===== config.mk =====
export PLATFORM = sky130hd
export DESIGN_NAME = hyper_xface
export DESIGN_NICKNAME = d
export VERILOG_FILES = /design/src/source/hyper_bus_pkg.sv /design/src/source/hyper_core_pkg.sv /design/src/source/hyper_xface.sv /design/src/source/hyper_read_capture.sv /design/src/source/hyper_bus_sequencer.sv /design/src/source/hyper_ca_decode.sv
export SDC_FILE = /design/constraint.sdc
export NUM_CORES = 1
export LEC_CHECK = 0
export ABC_CLOCK_PERIOD_IN_PS = 6500
export CORE_MARGIN = 2
export CORE_UTILIZATION = 55
export CTS_BUF_LIST = sky130_fd_sc_hd__clkbuf_16
export DETAILED_ROUTE_END_ITERATION = 8
export DONT_BUFFER_PORTS = 1
export PLACE_DENSITY = 0.73
export SLEW_MARGIN = 20
export SYNTH_ARGS = -nofsm -noshare
export SYNTH_HDL_FRONTEND = slang
export SYNTH_SLANG_ARGS = --single-unit

===== constraint.sdc =====
create_clock -name clk -period 6.5 [get_ports clk]
set_clock_uncertainty 0.05 [all_clocks]
set_input_delay 1.625 -clock clk [delete_from_list [all_inputs] [get_ports clk]]
set_output_delay 1.625 -clock clk [all_outputs]
set_load 0.03 [all_outputs]

===== src/source/hyper_bus_pkg.sv =====
// ---------------------------------------------------------
// HyperRAM bus protocol constants, counted in clk cycles
// Counts assume the DRAM clock runs at clk divided by four
// Latency counts are 6 bits, so larger latencies wrap
// ---------------------------------------------------------
`default_nettype none

package hyper_bus_pkg;

  // Latency count, low six bits of the core latency inputs
  typedef logic [5:0] lat_t;

  // ---------------------------------------------------------
  // Command-address word, 48 bits, sent MSB first
  // ---------------------------------------------------------
  typedef struct packed {
    logic        rw;        // 1 = read
    logic        space;     // 1 = register space
    logic        linear;    // Burst type, always linear here
    logic [28:0] row_col;   // Row and upper column
    logic [12:0] reserved;
    logic [2:0]  col_lo;    // Lower column, 16-bit word select
  } ca_t;

  // Bytes on DQ per phase
  localparam logic [2:0] CA_BYTES     = 3'd6;
  localparam logic [2:0] WORD_BYTES   = 3'd4;
  localparam logic [2:0] REG_WR_BYTES = 3'd2;

  // Power-on wait (tRH) and chip select high time (tCSHI)
  localparam logic [6:0] RESET_WAIT = 7'd120;
  localparam logic [3:0] GAP_CYCLES = 4'd15;

  // Read latency upper bound, RWDS ends it in practice
  localparam lat_t READ_WAIT_MAX = 6'd63;

endpackage

`default_nettype wire

===== src/source/hyper_core_pkg.sv =====
// ---------------------------------------------------------
// Core-side request types
// One 32-bit word per request, byte enables active high
// ---------------------------------------------------------
`default_nettype none

package hyper_core_pkg;

  // Core data word and its byte enables
  typedef logic [31:0] word_t;
  typedef logic [3:0]  bytes_t;

  // ---------------------------------------------------------
  // Command handed from request decode to the sequencer
  // ---------------------------------------------------------
  typedef struct packed {
    // Ready-to-send command-address word
    hyper_bus_pkg::ca_t ca;
    // Write payload, bits 31:24 go out first
    word_t              wr_d;
    // Bit 3 pairs with the first data byte
    bytes_t             byte_en;
  } cmd_t;

endpackage

`default_nettype wire


===== src/source/hyper_xface.sv =====
// ---------------------------------------------------------
// HyperRAM single-word controller, top level
// Requests while busy are ignored, no queueing
// Tristate buffers for DQ and RWDS sit outside this block
// ---------------------------------------------------------
`timescale 1ns/1ns
`default_nettype none

module hyper_xface (
  input  wire                         clk,
  input  wire                         reset,
  // Core side
  input  wire                         rd_req,
  input  wire                         wr_req,
  input  wire                         mem_or_reg,
  input  wire hyper_core_pkg::word_t  addr,
  input  wire hyper_core_pkg::word_t  wr_d,
  input  wire hyper_core_pkg::bytes_t wr_byte_en,
  output hyper_core_pkg::word_t       rd_d,
  output logic                        rd_rdy,
  output logic                        busy,
  input  wire [7:0]                   latency_1x,
  input  wire [7:0]                   latency_2x,
  // DRAM pins
  input  wire [7:0]                   dram_dq_in,
  output logic [7:0]                  dram_dq_out,
  output logic                        dram_dq_oe_l,
  input  wire                         dram_rwds_in,
  output logic                        dram_rwds_out,
  output logic                        dram_rwds_oe_l,
  output logic                        dram_ck,
  output logic                        dram_cs_l,
  output logic                        dram_rst_l
);

  hyper_core_pkg::cmd_t cmd;
  logic                 start;
  logic                 idle;
  logic                 read_active;
  logic                 rd_done;

  // Request decode
  hyper_ca_decode hyper_ca_decode_inst (
    .clk        (clk),
    .reset      (reset),
    .rd_req     (rd_req),
    .wr_req     (wr_req),
    .mem_or_reg (mem_or_reg),
    .addr       (addr),
    .wr_d       (wr_d),
    .wr_byte_en (wr_byte_en),
    .idle       (idle),
    .cmd        (cmd),
    .start      (start)
  );

  // Bus phases and pin drive
  hyper_bus_sequencer hyper_bus_sequencer_inst (
    .clk            (clk),
    .reset          (reset),
    .cmd            (cmd),
    .start          (start),
    .rd_done        (rd_done),
    .latency_1x     (latency_1x),
    .latency_2x     (latency_2x),
    .dram_rwds_in   (dram_rwds_in),
    .idle           (idle),
    .busy           (busy),
    .read_active    (read_active),
    .dram_dq_out    (dram_dq_out),
    .dram_dq_oe_l   (dram_dq_oe_l),
    .dram_rwds_out  (dram_rwds_out),
    .dram_rwds_oe_l (dram_rwds_oe_l),
    .dram_ck        (dram_ck),
    .dram_cs_l      (dram_cs_l),
    .dram_rst_l     (dram_rst_l)
  );

  // Read data capture
  hyper_read_capture hyper_read_capture_inst (
    .clk          (clk),
    .reset        (reset),
    .read_active  (read_active),
    .dram_rwds_in (dram_rwds_in),
    .dram_dq_in   (dram_dq_in),
    .rd_d         (rd_d),
    .rd_rdy       (rd_rdy),
    .rd_done      (rd_done)
  );

endmodule

`default_nettype wire


===== src/source/hyper_read_capture.sv =====
// ---------------------------------------------------------
// Read capture, one 32-bit word per read
// Assumes DQ is edge aligned with RWDS at clk/4 rate
// First byte lands in rd_d[31:24]
// ---------------------------------------------------------
`timescale 1ns/1ns
`default_nettype none

module hyper_read_capture (
  input  wire                  clk,
  input  wire                  reset,
  input  wire                  read_active,
  input  wire                  dram_rwds_in,
  input  wire [7:0]            dram_dq_in,
  output hyper_core_pkg::word_t rd_d,
  output logic                 rd_rdy,
  output logic                 rd_done
);

  logic                  rwds_q;
  logic                  rwds_q1;
  logic [7:0]            dq_q;
  logic [1:0]            fall_cnt;
  logic [1:0]            byte_cnt;
  logic                  sample;
  hyper_core_pkg::word_t rd_sr;

  // IO flops for the strobe and data
  always_ff @(posedge clk) begin
    rwds_q  <= dram_rwds_in;
    rwds_q1 <= rwds_q;
    dq_q    <= dram_dq_in;
  end

  // Rising edge byte, then the falling edge byte two clk later
  assign sample = read_active &&
                  (((fall_cnt == 2'd0) && rwds_q && !rwds_q1) || (fall_cnt == 2'd2));

  // ---------------------------------------------------------
  // Edge phase and byte count
  // ---------------------------------------------------------
  always_ff @(posedge clk or posedge reset) begin
    if (reset) begin
      fall_cnt <= 2'd0;
      byte_cnt <= 2'd0;
      rd_done  <= 1'b0;
      rd_rdy   <= 1'b0;
    end else begin
      rd_done <= sample && (byte_cnt == 2'd3);
      rd_rdy  <= rd_done;
      if (!read_active) begin
        fall_cnt <= 2'd0;
        byte_cnt <= 2'd0;
      end else begin
        if (fall_cnt == 2'd2) begin
          fall_cnt <= 2'd0;
        end else if ((fall_cnt != 2'd0) || sample) begin
          fall_cnt <= fall_cnt + 2'd1;
        end
        // Wraps after the fourth byte
        if (sample) begin
          byte_cnt <= byte_cnt + 2'd1;
        end
      end
    end
  end

  // Word assembly, MSB first
  always_ff @(posedge clk) begin
    if (sample) begin
      rd_sr <= {rd_sr[23:0], dq_q};
    end
    rd_d <= rd_done ? rd_sr : '0;
  end

endmodule

`default_nettype wire


===== src/source/hyper_bus_sequencer.sv =====
// ---------------------------------------------------------
// HyperRAM bus sequencer, DRAM clock is clk divided by four
// Write latency picked from RWDS sampled in the CA phase
// Only bits 5:0 of the latency inputs are used
// A read ends on rd_done from the capture block
// ---------------------------------------------------------
`timescale 1ns/1ns
`default_nettype none

module hyper_bus_sequencer (
  input  wire                       clk,
  input  wire                       reset,
  input  wire hyper_core_pkg::cmd_t cmd,
  input  wire                       start,
  input  wire                       rd_done,
  input  wire [7:0]                 latency_1x,
  input  wire [7:0]                 latency_2x,
  input  wire                       dram_rwds_in,
  output logic                      idle,
  output logic                      busy,
  output logic                      read_active,
  output logic [7:0]                dram_dq_out,
  output logic                      dram_dq_oe_l,
  output logic                      dram_rwds_out,
  output logic                      dram_rwds_oe_l,
  output logic                      dram_ck,
  output logic                      dram_cs_l,
  output logic                      dram_rst_l
);

  // Phase counters
  logic [6:0]          reset_cnt;
  logic [3:0]          gap_cnt;
  logic [2:0]          addr_cnt;
  hyper_bus_pkg::lat_t wait_cnt;
  logic [2:0]          data_cnt;

  // Transaction control
  logic [1:0] ck_phs;
  logic       run;
  logic       rd_run;
  logic [1:0] run_sr;
  logic       cs_loc;
  logic       ck_loc;
  logic       rwds_q;

  // Pin values one flop before the IO stage
  logic [7:0] dq_byte;
  logic       byte_en;
  logic       dq_oe_l_d;
  logic       rwds_oe_l_d;

  // Shift copies of the command
  logic [$bits(hyper_bus_pkg::ca_t)-1:0] ca_sr;
  hyper_core_pkg::word_t                 data_sr;
  hyper_core_pkg::bytes_t                be_sr;

  // Step selects
  logic hold;
  logic stepping;
  logic do_end;
  logic do_addr;
  logic do_wait;
  logic do_data;

  // ---------------------------------------------------------
  // Step decode, one step per two clk
  // ---------------------------------------------------------
  always_comb begin
    hold     = (reset_cnt != '0) || (gap_cnt != '0);
    do_end   = !hold && rd_done;
    stepping = !hold && !rd_done && !start && ck_phs[0];
    do_addr  = stepping && (addr_cnt != '0);
    do_wait  = stepping && (addr_cnt == '0) && (wait_cnt != '0);
    do_data  = stepping && (addr_cnt == '0) && (wait_cnt == '0) && (data_cnt != '0);
  end

  // Busy covers the gap and the chip select tail
  assign busy = start || run || cs_loc || (gap_cnt != '0);
  assign idle = !busy && (reset_cnt == '0);

  // Only once DQ is released at the pins
  assign read_active = rd_run && dram_dq_oe_l;

  // ---------------------------------------------------------
  // Phase FSM
  // ---------------------------------------------------------
  always_ff @(posedge clk or posedge reset) begin
    if (reset) begin
      reset_cnt   <= hyper_bus_pkg::RESET_WAIT;
      gap_cnt     <= '0;
      addr_cnt    <= '0;
      wait_cnt    <= '0;
      data_cnt    <= '0;
      run         <= 1'b0;
      rd_run      <= 1'b0;
      dq_byte     <= '0;
      byte_en     <= 1'b0;
      dq_oe_l_d   <= 1'b0;
      rwds_oe_l_d <= 1'b0;
    end else if (reset_cnt != '0) begin
      // tRH after reset
      reset_cnt <= reset_cnt - 7'd1;
    end else if (gap_cnt != '0) begin
      // tCSHI between transactions
      gap_cnt <= gap_cnt - 4'd1;
    end else if (do_end) begin
      // Read word complete
      run      <= 1'b0;
      rd_run   <= 1'b0;
      wait_cnt <= '0;
      data_cnt <= '0;
      gap_cnt  <= hyper_bus_pkg::GAP_CYCLES;
    end else if (start) begin
      addr_cnt    <= hyper_bus_pkg::CA_BYTES;
      wait_cnt    <= '0;
      data_cnt    <= '0;
      run         <= 1'b1;
      dq_oe_l_d   <= 1'b1;
      rwds_oe_l_d <= 1'b1;
    end else if (do_addr) begin
      // CA bytes out, RWDS in for the latency hint
      dq_oe_l_d   <= 1'b0;
      rwds_oe_l_d <= 1'b1;
      dq_byte     <= ca_sr[47:40];
      addr_cnt    <= addr_cnt - 3'd1;
      if (addr_cnt == 3'd1) begin
        if (cmd.ca.space && !cmd.ca.rw) begin
          // Register write, no latency
          data_cnt <= hyper_bus_pkg::REG_WR_BYTES;
        end else if (cmd.ca.rw) begin
          wait_cnt <= hyper_bus_pkg::READ_WAIT_MAX;
          rd_run   <= 1'b1;
        end else if (rwds_q) begin
          wait_cnt <= latency_2x[5:0];
        end else begin
          wait_cnt <= latency_1x[5:0];
        end
      end
    end else if (do_wait) begin
      // Writes hold RWDS high as mask during latency
      byte_en     <= 1'b0;
      wait_cnt    <= wait_cnt - 6'd1;
      dq_oe_l_d   <= cmd.ca.rw;
      rwds_oe_l_d <= cmd.ca.rw;
      if (wait_cnt == 6'd1) begin
        data_cnt <= hyper_bus_pkg::WORD_BYTES;
      end
    end else if (do_data) begin
      dq_byte     <= data_sr[31:24];
      byte_en     <= be_sr[3];
      data_cnt    <= data_cnt - 3'd1;
      dq_oe_l_d   <= cmd.ca.rw;
      rwds_oe_l_d <= cmd.ca.rw;
      if (data_cnt == 3'd1) begin
        run     <= 1'b0;
        rd_run  <= 1'b0;
        gap_cnt <= hyper_bus_pkg::GAP_CYCLES;
      end
    end
  end

  // ---------------------------------------------------------
  // DRAM clock phase and chip select
  // ---------------------------------------------------------
  always_ff @(posedge clk or posedge reset) begin
    if (reset) begin
      ck_phs <= 2'd0;
      run_sr <= 2'b00;
      cs_loc <= 1'b0;
    end else begin
      // Phase runs only inside a transaction
      ck_phs <= run ? ck_phs + 2'd1 : 2'd0;
      run_sr <= {run_sr[0], run};
      // Hold CS past the last DRAM clock edge
      if (run) begin
        cs_loc <= 1'b1;
      end else if (run_sr == 2'b00) begin
        cs_loc <= 1'b0;
      end
    end
  end

  // Command shift registers, loaded on start
  always_ff @(posedge clk) begin
    if (start) begin
      ca_sr   <= cmd.ca;
      data_sr <= cmd.wr_d;
      be_sr   <= cmd.byte_en;
    end else begin
      if (do_addr) begin
        ca_sr <= {ca_sr[39:0], 8'd0};
      end
      if (do_data) begin
        data_sr <= {data_sr[23:0], 8'd0};
        be_sr   <= {be_sr[2:0], 1'b0};
      end
    end
  end

  // ---------------------------------------------------------
  // IO flops
  // ---------------------------------------------------------
  always_ff @(posedge clk or posedge reset) begin
    if (reset) begin
      dram_cs_l      <= 1'b1;
      ck_loc         <= 1'b0;
      dram_ck        <= 1'b0;
      dram_dq_out    <= '0;
      dram_dq_oe_l   <= 1'b0;
      dram_rwds_out  <= 1'b1;
      dram_rwds_oe_l <= 1'b0;
      dram_rst_l     <= 1'b0;
      rwds_q         <= 1'b0;
    end else begin
      dram_cs_l      <= !cs_loc;
      // Two flops put the clock edge mid-byte
      ck_loc         <= ck_phs[1];
      dram_ck        <= ck_loc;
      dram_dq_out    <= dq_byte;
      dram_dq_oe_l   <= dq_oe_l_d;
      // RWDS high masks the byte on DQ
      dram_rwds_out  <= !byte_en;
      dram_rwds_oe_l <= rwds_oe_l_d;
      dram_rst_l     <= 1'b1;
      rwds_q         <= dram_rwds_in;
    end
  end

endmodule

`default_nettype wire


===== src/source/hyper_ca_decode.sv =====
// ---------------------------------------------------------
// Request decode for single-word HyperRAM accesses
// Requests are taken only while idle, others are dropped
// Read wins when rd_req and wr_req arrive together
// ---------------------------------------------------------
`timescale 1ns/1ns
`default_nettype none

module hyper_ca_decode (
  input  wire                         clk,
  input  wire                         reset,
  input  wire                         rd_req,
  input  wire                         wr_req,
  input  wire                         mem_or_reg,
  input  wire hyper_core_pkg::word_t  addr,
  input  wire hyper_core_pkg::word_t  wr_d,
  input  wire hyper_core_pkg::bytes_t wr_byte_en,
  input  wire                         idle,
  output hyper_core_pkg::cmd_t        cmd,
  output logic                        start
);

  logic               accept;
  hyper_bus_pkg::ca_t ca_next;

  // Take a request only when the sequencer is free
  assign accept = idle && (rd_req || wr_req);

  // ---------------------------------------------------------
  // Command-address packing
  // ---------------------------------------------------------
  always_comb begin
    ca_next.rw       = rd_req;
    ca_next.space    = mem_or_reg;
    ca_next.linear   = 1'b1;
    ca_next.reserved = '0;
    if (!mem_or_reg) begin
      // Memory space, always dword aligned
      ca_next.row_col = addr[30:2];
      ca_next.col_lo  = {addr[1:0], 1'b0};
    end else begin
      // Register space keeps the 16-bit select
      ca_next.row_col = addr[31:3];
      ca_next.col_lo  = addr[2:0];
    end
  end

  // Start strobe, one cycle after the accepted request
  always_ff @(posedge clk or posedge reset) begin
    if (reset) begin
      start <= 1'b0;
    end else begin
      start <= accept;
    end
  end

  // Command held until the next accepted request
  always_ff @(posedge clk) begin
    if (accept) begin
      cmd.ca      <= ca_next;
      cmd.wr_d    <= wr_d;
      cmd.byte_en <= wr_byte_en;
    end
  end

endmodule

`default_nettype wire


# Word level (Yosys, flattened, before mapping)
# Cells that the tools add are included.
op_classes:
  n_addsub: 8
  eq_ne: 22
  reduce_logical: 66
  bitwise: 5
  n_mux: 64
op_table:
  columns: ["op", "count"]
  rows:
  - ["48-bit two-way mux", 2]
  - ["32-bit two-way mux", 2]
  - ["6-bit two-way mux", 8]
  - ["4-bit two-way mux", 9]
  - ["3-bit two-way mux", 11]
  - ["6-bit AND reduction", 5]
  - ["29-bit two-way mux", 1]
  - ["8-bit two-way mux", 3]
  - ["3-bit nonzero test", 8]
  - ["1-bit two-way mux", 22]
  - ["3-bit by 2-bit != test with 1-bit output (second input constant)", 7]
  - ["1-bit logical AND", 17]
  - ["2-bit two-way mux", 6]
  - ["4-bit by 3-bit != test with 1-bit output (second input constant)", 3]
  - ["2-bit nonzero test", 6]
  - ["4-bit nonzero test", 3]
  - ["9-bit AND reduction", 1]
  - ["1-bit zero test", 8]
  - ["4-bit AND reduction", 2]
  - ["7-bit zero test", 1]
  - ["1-bit logical OR", 7]
  - ["7-bit nonzero test", 1]
  - ["7-bit by 1-bit subtractor with 7-bit output (second input constant)", 1]
  - ["2-bit by 1-bit adder with 2-bit output (second input constant)", 3]
  - ["18 further kinds", 28]
word_totals:
  output_inout_bits: 48
  reg_bits: 287

# Depth between registers and ports, before layout
logic_depth:
  word_depth: 15
  ltp_mapped: 10

# Modules after synthesis
# A second synthesis with hierarchy kept.
unflattened:
  hier_cells: 705
  hier_area_um2: 11370.9
modules_own_cells:
  columns: ["module", "seq_area_each_um2", "cells_per_inst", "area_each_um2", "n_inst"]
  rows:
  - ["hyper_bus_sequencer", 3956.3, 450, 6301.0, 1]
  - ["hyper_ca_decode", 2127.0, 125, 2786.4, 1]
  - ["hyper_read_capture", 1951.9, 130, 2283.4, 1]

# Worst setup path before layout
# No wires, ideal clock.
synth_timing:
  path_type: "input to register"
  from: "input wr_req"
  to: "register hyper_ca_decode_inst.start"
  setup_time_ps: 620
  slack_ps: -665
  arrival_time_ps: 6495
  path_stages: 2
  cell_sequence: "o21ai_0 nor3_1"
synth_between:
  elab_chain_len: 2
synth_rtl:
  columns: ["element", "line", "source"]
  rows:
  - ["start: declaration", "hyper_xface.sv:14", "input wire wr_req,"]
  - ["1-bit logical OR", "hyper_ca_decode.sv:27", "assign accept = idle && (rd_req || wr_req);"]
  - ["1-bit logical AND", "hyper_ca_decode.sv:27", null]
  - ["via hyper_ca_decode_inst.accept", "hyper_ca_decode.sv:23", "logic accept;"]
  - ["end signal: assignment", "hyper_ca_decode.sv:53", "start <= accept;"]
  - ["end: declaration", "hyper_ca_decode.sv:20", "output logic start"]
# The timed path passes the listed nets, and every way through them passes these cells.
# A chain may end at the register's enable or synchronous reset.

# Worst setup path after layout
layout_timing:
  from: "register hyper_ca_decode_inst.start"
  to: "output busy"
layout_between:
  elab_chain_len: 3
layout_rtl:
  columns: ["element", "line", "source"]
  rows:
  - ["1-bit logical OR (3 in a row)", "hyper_bus_sequencer.sv:79", "assign busy = start || run || cs_loc || (gap_cnt != '0);"]
  - ["end: declaration", "hyper_xface.sv:21", "output logic busy,"]
# Every way passes these cells.

==> summary.txt <==
Floorplanning
  • Ports: 146
  • # rows: 50
  • Die height: 143 µm
  • Starting Density: 0.562
  • Core ar.: ~19,000 µm²
  • Die area: between 20,000 and 25,000 µm²
  • Die Wd: 143 µm

Worst setup path
  • Critical Path Sink: busy
  • Reg-to-reg startpoint: hyper_read_capture_inst.rd_done
  • Worst path arrival time: 2.13 ns
  • CP Launch Point: hyper_ca_decode_inst.start
  • R2r worst-path depth: 5
  • CP Launch Type: register
  • Critical Path RT: 4.83 ns
  • Worst flop-to-flop path endpoint: hyper_bus_sequencer_inst.data_sr[1]
  • Reg2Reg Setup Slack: 3.42 ns
  • Worst setup EP type: primary output
  • Crit Path Max Fanout: 86
  • Kind of critical path: reg2out

Placed design
  • Placer Congestion: 0.831
  • Port buffer count: 0
  • Post-detailed-placement half-perimeter wirelength: 10.8 mm

Power
  • Worst vdd ir: 0.208 mV
  • Lkg Pwr: 4.30 nW
  • Power Density: 351 nW/µm²

Hold path
  • Hold WC Path Type: reg2reg

Routing
  • Residual DRC: 0
  • Post-route ant nets: 0
  • Routed WL per cell: between 15 and 20 µm
  • DRT iter0 DRCs: 341
  • Drt total wl: 16.7 mm
  • First-pass detailed-route iteration total: 4
  • DR vias/cell: ~5.4
  • Vias: about 5,100

Outcome
  • Status: complete, no violations

Timing
  • Final Setup Violations: 0
  • Relative slew slack: 0.332
  • Post-layout min period: approximately 3.8 ns
  • Max Slew Vio Count: 0
  • Setup TNS: 0 ns
  • Max Fclk: between 200 and 300 MHz
  • Period utilisation layout: 0.585
  • Fin. Hold Viols: 0
  • Least-Margin Pin Slew: about 1.0 ns
  • RSZ-0062 raised after global routing: false

Clocking
  • Cts-stage hold buffer count: 0
  • CTS sink cnt: about 280
  • H-tree levels: 1
  • Root Buffer: clkbuf_16
  • Total CTS buffers: 29
  • Post-CTS Setup Bufs: 0
  • Post_cts resized: 0
  • CTS tree: built
  • Deepest clock path buffer count: 3
  • CTS clock-pin slew for the worst setup and hold paths: 0.06 ns
  • Latest clock arrival within the worst-skew pair: 0.53 ns

Global routing
  • First-pass GRT wire length: 26.7 mm
  • Initial antenna violation count: 0
  • Total track usage: 0.166
  • Vias in the first global route: 5,268
  • GR Overflow Total: 0
  • Largest net degree at the start of global routing: 87

Logic synthesis
  • Mapped Nets: between 700 and 800
  • Register area share after synthesis: 0.730
  • Synth area leaders: edfxtp_1 (50%), dfrtp_1 (14%), mux2_2 (8.9%)
  • Warnings from Yosys: 0
  • Post-synth top flop: edfxtp_1
  • Synth Instances: 665
  • Area share of the largest cell type after synthesis: 0.499
  • Async S/R FF share, synth: 0.227
  • Seq cells post-synth: approximately 280
  • Dominant cell type by area after synthesis: edfxtp_1
  • Synthesized area: 10,600 µm²
  • Average size of a mapped cell: about 16 µm²
  • Post-synth EDFFs: 176
  • Unique cell type count in the Yosys netlist: 60

Final layout
  • Syn-to-layout area delta: 11.6%
  • Most common cell after layout, fill and taps aside: edfxtp_1
  • Final-stage net count: about 790
  • Fraction of layout cells with a size suffix above 1: 0.227
  • Final core occ: 0.628
  • Diode count: 0
  • Most frequent cells in the layout: edfxtp_1 (176), mux2_2 (84), dfrtp_1 (57)

Flow run
  • # Max-Cap Violations: 0
routing by layer:
metal	global-route usage	part of all wire	wire length [µm]
met5	0	0	0
met3	0.0533	0.068	1130
met1	0.205	0.41	6770
met2	0.284	0.51	8520
met4	0.0464	0.016	261
how the worst min path moves through the flow:
stage,endpoint,slack (ns),start,depth (start not counted)
after floorplan,hyper_read_capture_inst.rwds_q1,0.27,hyper_read_capture_inst.rwds_q,0
after CTS,hyper_read_capture_inst.rwds_q1,0.30,hyper_read_capture_inst.rwds_q,0
after detailed placement,hyper_read_capture_inst.rwds_q1,0.29,hyper_read_capture_inst.rwds_q,0
final,hyper_read_capture_inst.rwds_q1,0.29,hyper_read_capture_inst.rwds_q,0
after global placement,hyper_read_capture_inst.rwds_q1,0.29,hyper_read_capture_inst.rwds_q,0
after global routing,hyper_read_capture_inst.rwds_q1,0.31,hyper_read_capture_inst.rwds_q,0
critical path: stages, from the launching register on:
cell      delay, ns
dfrtp_4        1.05
nor3_1         0.23
nand2b_1       0.32
metrics by stage:
step           setup slack, ns  hold WS, ns  instance area (µm²)  power (mW)  instances
4_1_cts                   2.60        0.298                11800        4.20        957
2_1_floorplan             1.52        0.274                10600        2.48        665
6_report                  2.70        0.294                11800        4.15        957
3_3_place_gp              3.19        0.286                10900        2.54        905
5_1_grt                   2.53        0.306                11800        4.33        957
3_5_place_dp              3.18        0.287                10900        2.57        905
sequential cells by signal, summed over array words and instances (netlist names), 2 cells and up:
name	flops
hyper_bus_sequencer_inst.gap_cnt	4
hyper_ca_decode_inst.cmd	70
hyper_read_capture_inst.rd_d	32
hyper_bus_sequencer_inst.dram_dq_out	8
hyper_bus_sequencer_inst.reset_cnt	7
hyper_bus_sequencer_inst.wait_cnt	6
hyper_bus_sequencer_inst.addr_cnt	3
hyper_bus_sequencer_inst.run_sr	2
hyper_read_capture_inst.rd_sr	32
hyper_bus_sequencer_inst.dq_byte	8
hyper_read_capture_inst.fall_cnt	2
hyper_bus_sequencer_inst.be_sr	4
hyper_bus_sequencer_inst.ck_phs	2
hyper_bus_sequencer_inst.data_sr	32
hyper_read_capture_inst.dq_q	8
hyper_bus_sequencer_inst.data_cnt	3
hyper_bus_sequencer_inst.ca_sr	38
hyper_read_capture_inst.byte_cnt	2
synthesized netlist by cell type, drive strengths merged, types with 4 or more instances:
| cell type | count |
|---|---|
| edfxtp | 176 |
| mux2 | 85 |
| dfrtp | 58 |
| and2 | 54 |
| dfxtp | 42 |
| nor2 | 35 |
| a21oi | 25 |
| inv | 19 |
| nor2b | 14 |
| nor3 | 14 |
| clkbuf | 13 |
| ha | 13 |
| mux2i | 13 |
| buf | 12 |
| nand2 | 10 |
| o21ai | 9 |
| dfstp | 6 |
| nand3 | 5 |
| xnor2 | 5 |
| a2111oi | 4 |
| nor3b | 4 |
| nor4b | 4 |
power breakdown:
part / internal (mW) / switching [mW] / leakage, nW
clock: 0.970 / 0.647 / 0.484
combinational: 0.144 / 0.172 / 1.12
sequential: 2.05 / 0.165 / 2.69
logic make-up (layout without fill, tap and decap cells):
kind of cell    count (synthesis)  after routing  share of synthesized area
fa+ha+maj                      13             13                     0.0154
mux                            98             98                      0.103
flops                         282            282                      0.730
buf+inv                        44             76                     0.0168
simple gates                  155            155                     0.0881
xor+xnor                        7              7                    0.00579
compound gates                 65             65                     0.0405
other cells                     1              1                   0.000354
layout make-up:
type / count / area [µm²]
sequential: 282 / 7740
fill: 1340 / 7010
multi-input combinational: 339 / 2700
clock buffer: 29 / 726
tap: 260 / 325
clock inverter: 23 / 221
inverter: 19 / 71.3
timing repair buffer: 5 / 37.5
No activity file was read; power rests on OpenSTA's default activity.
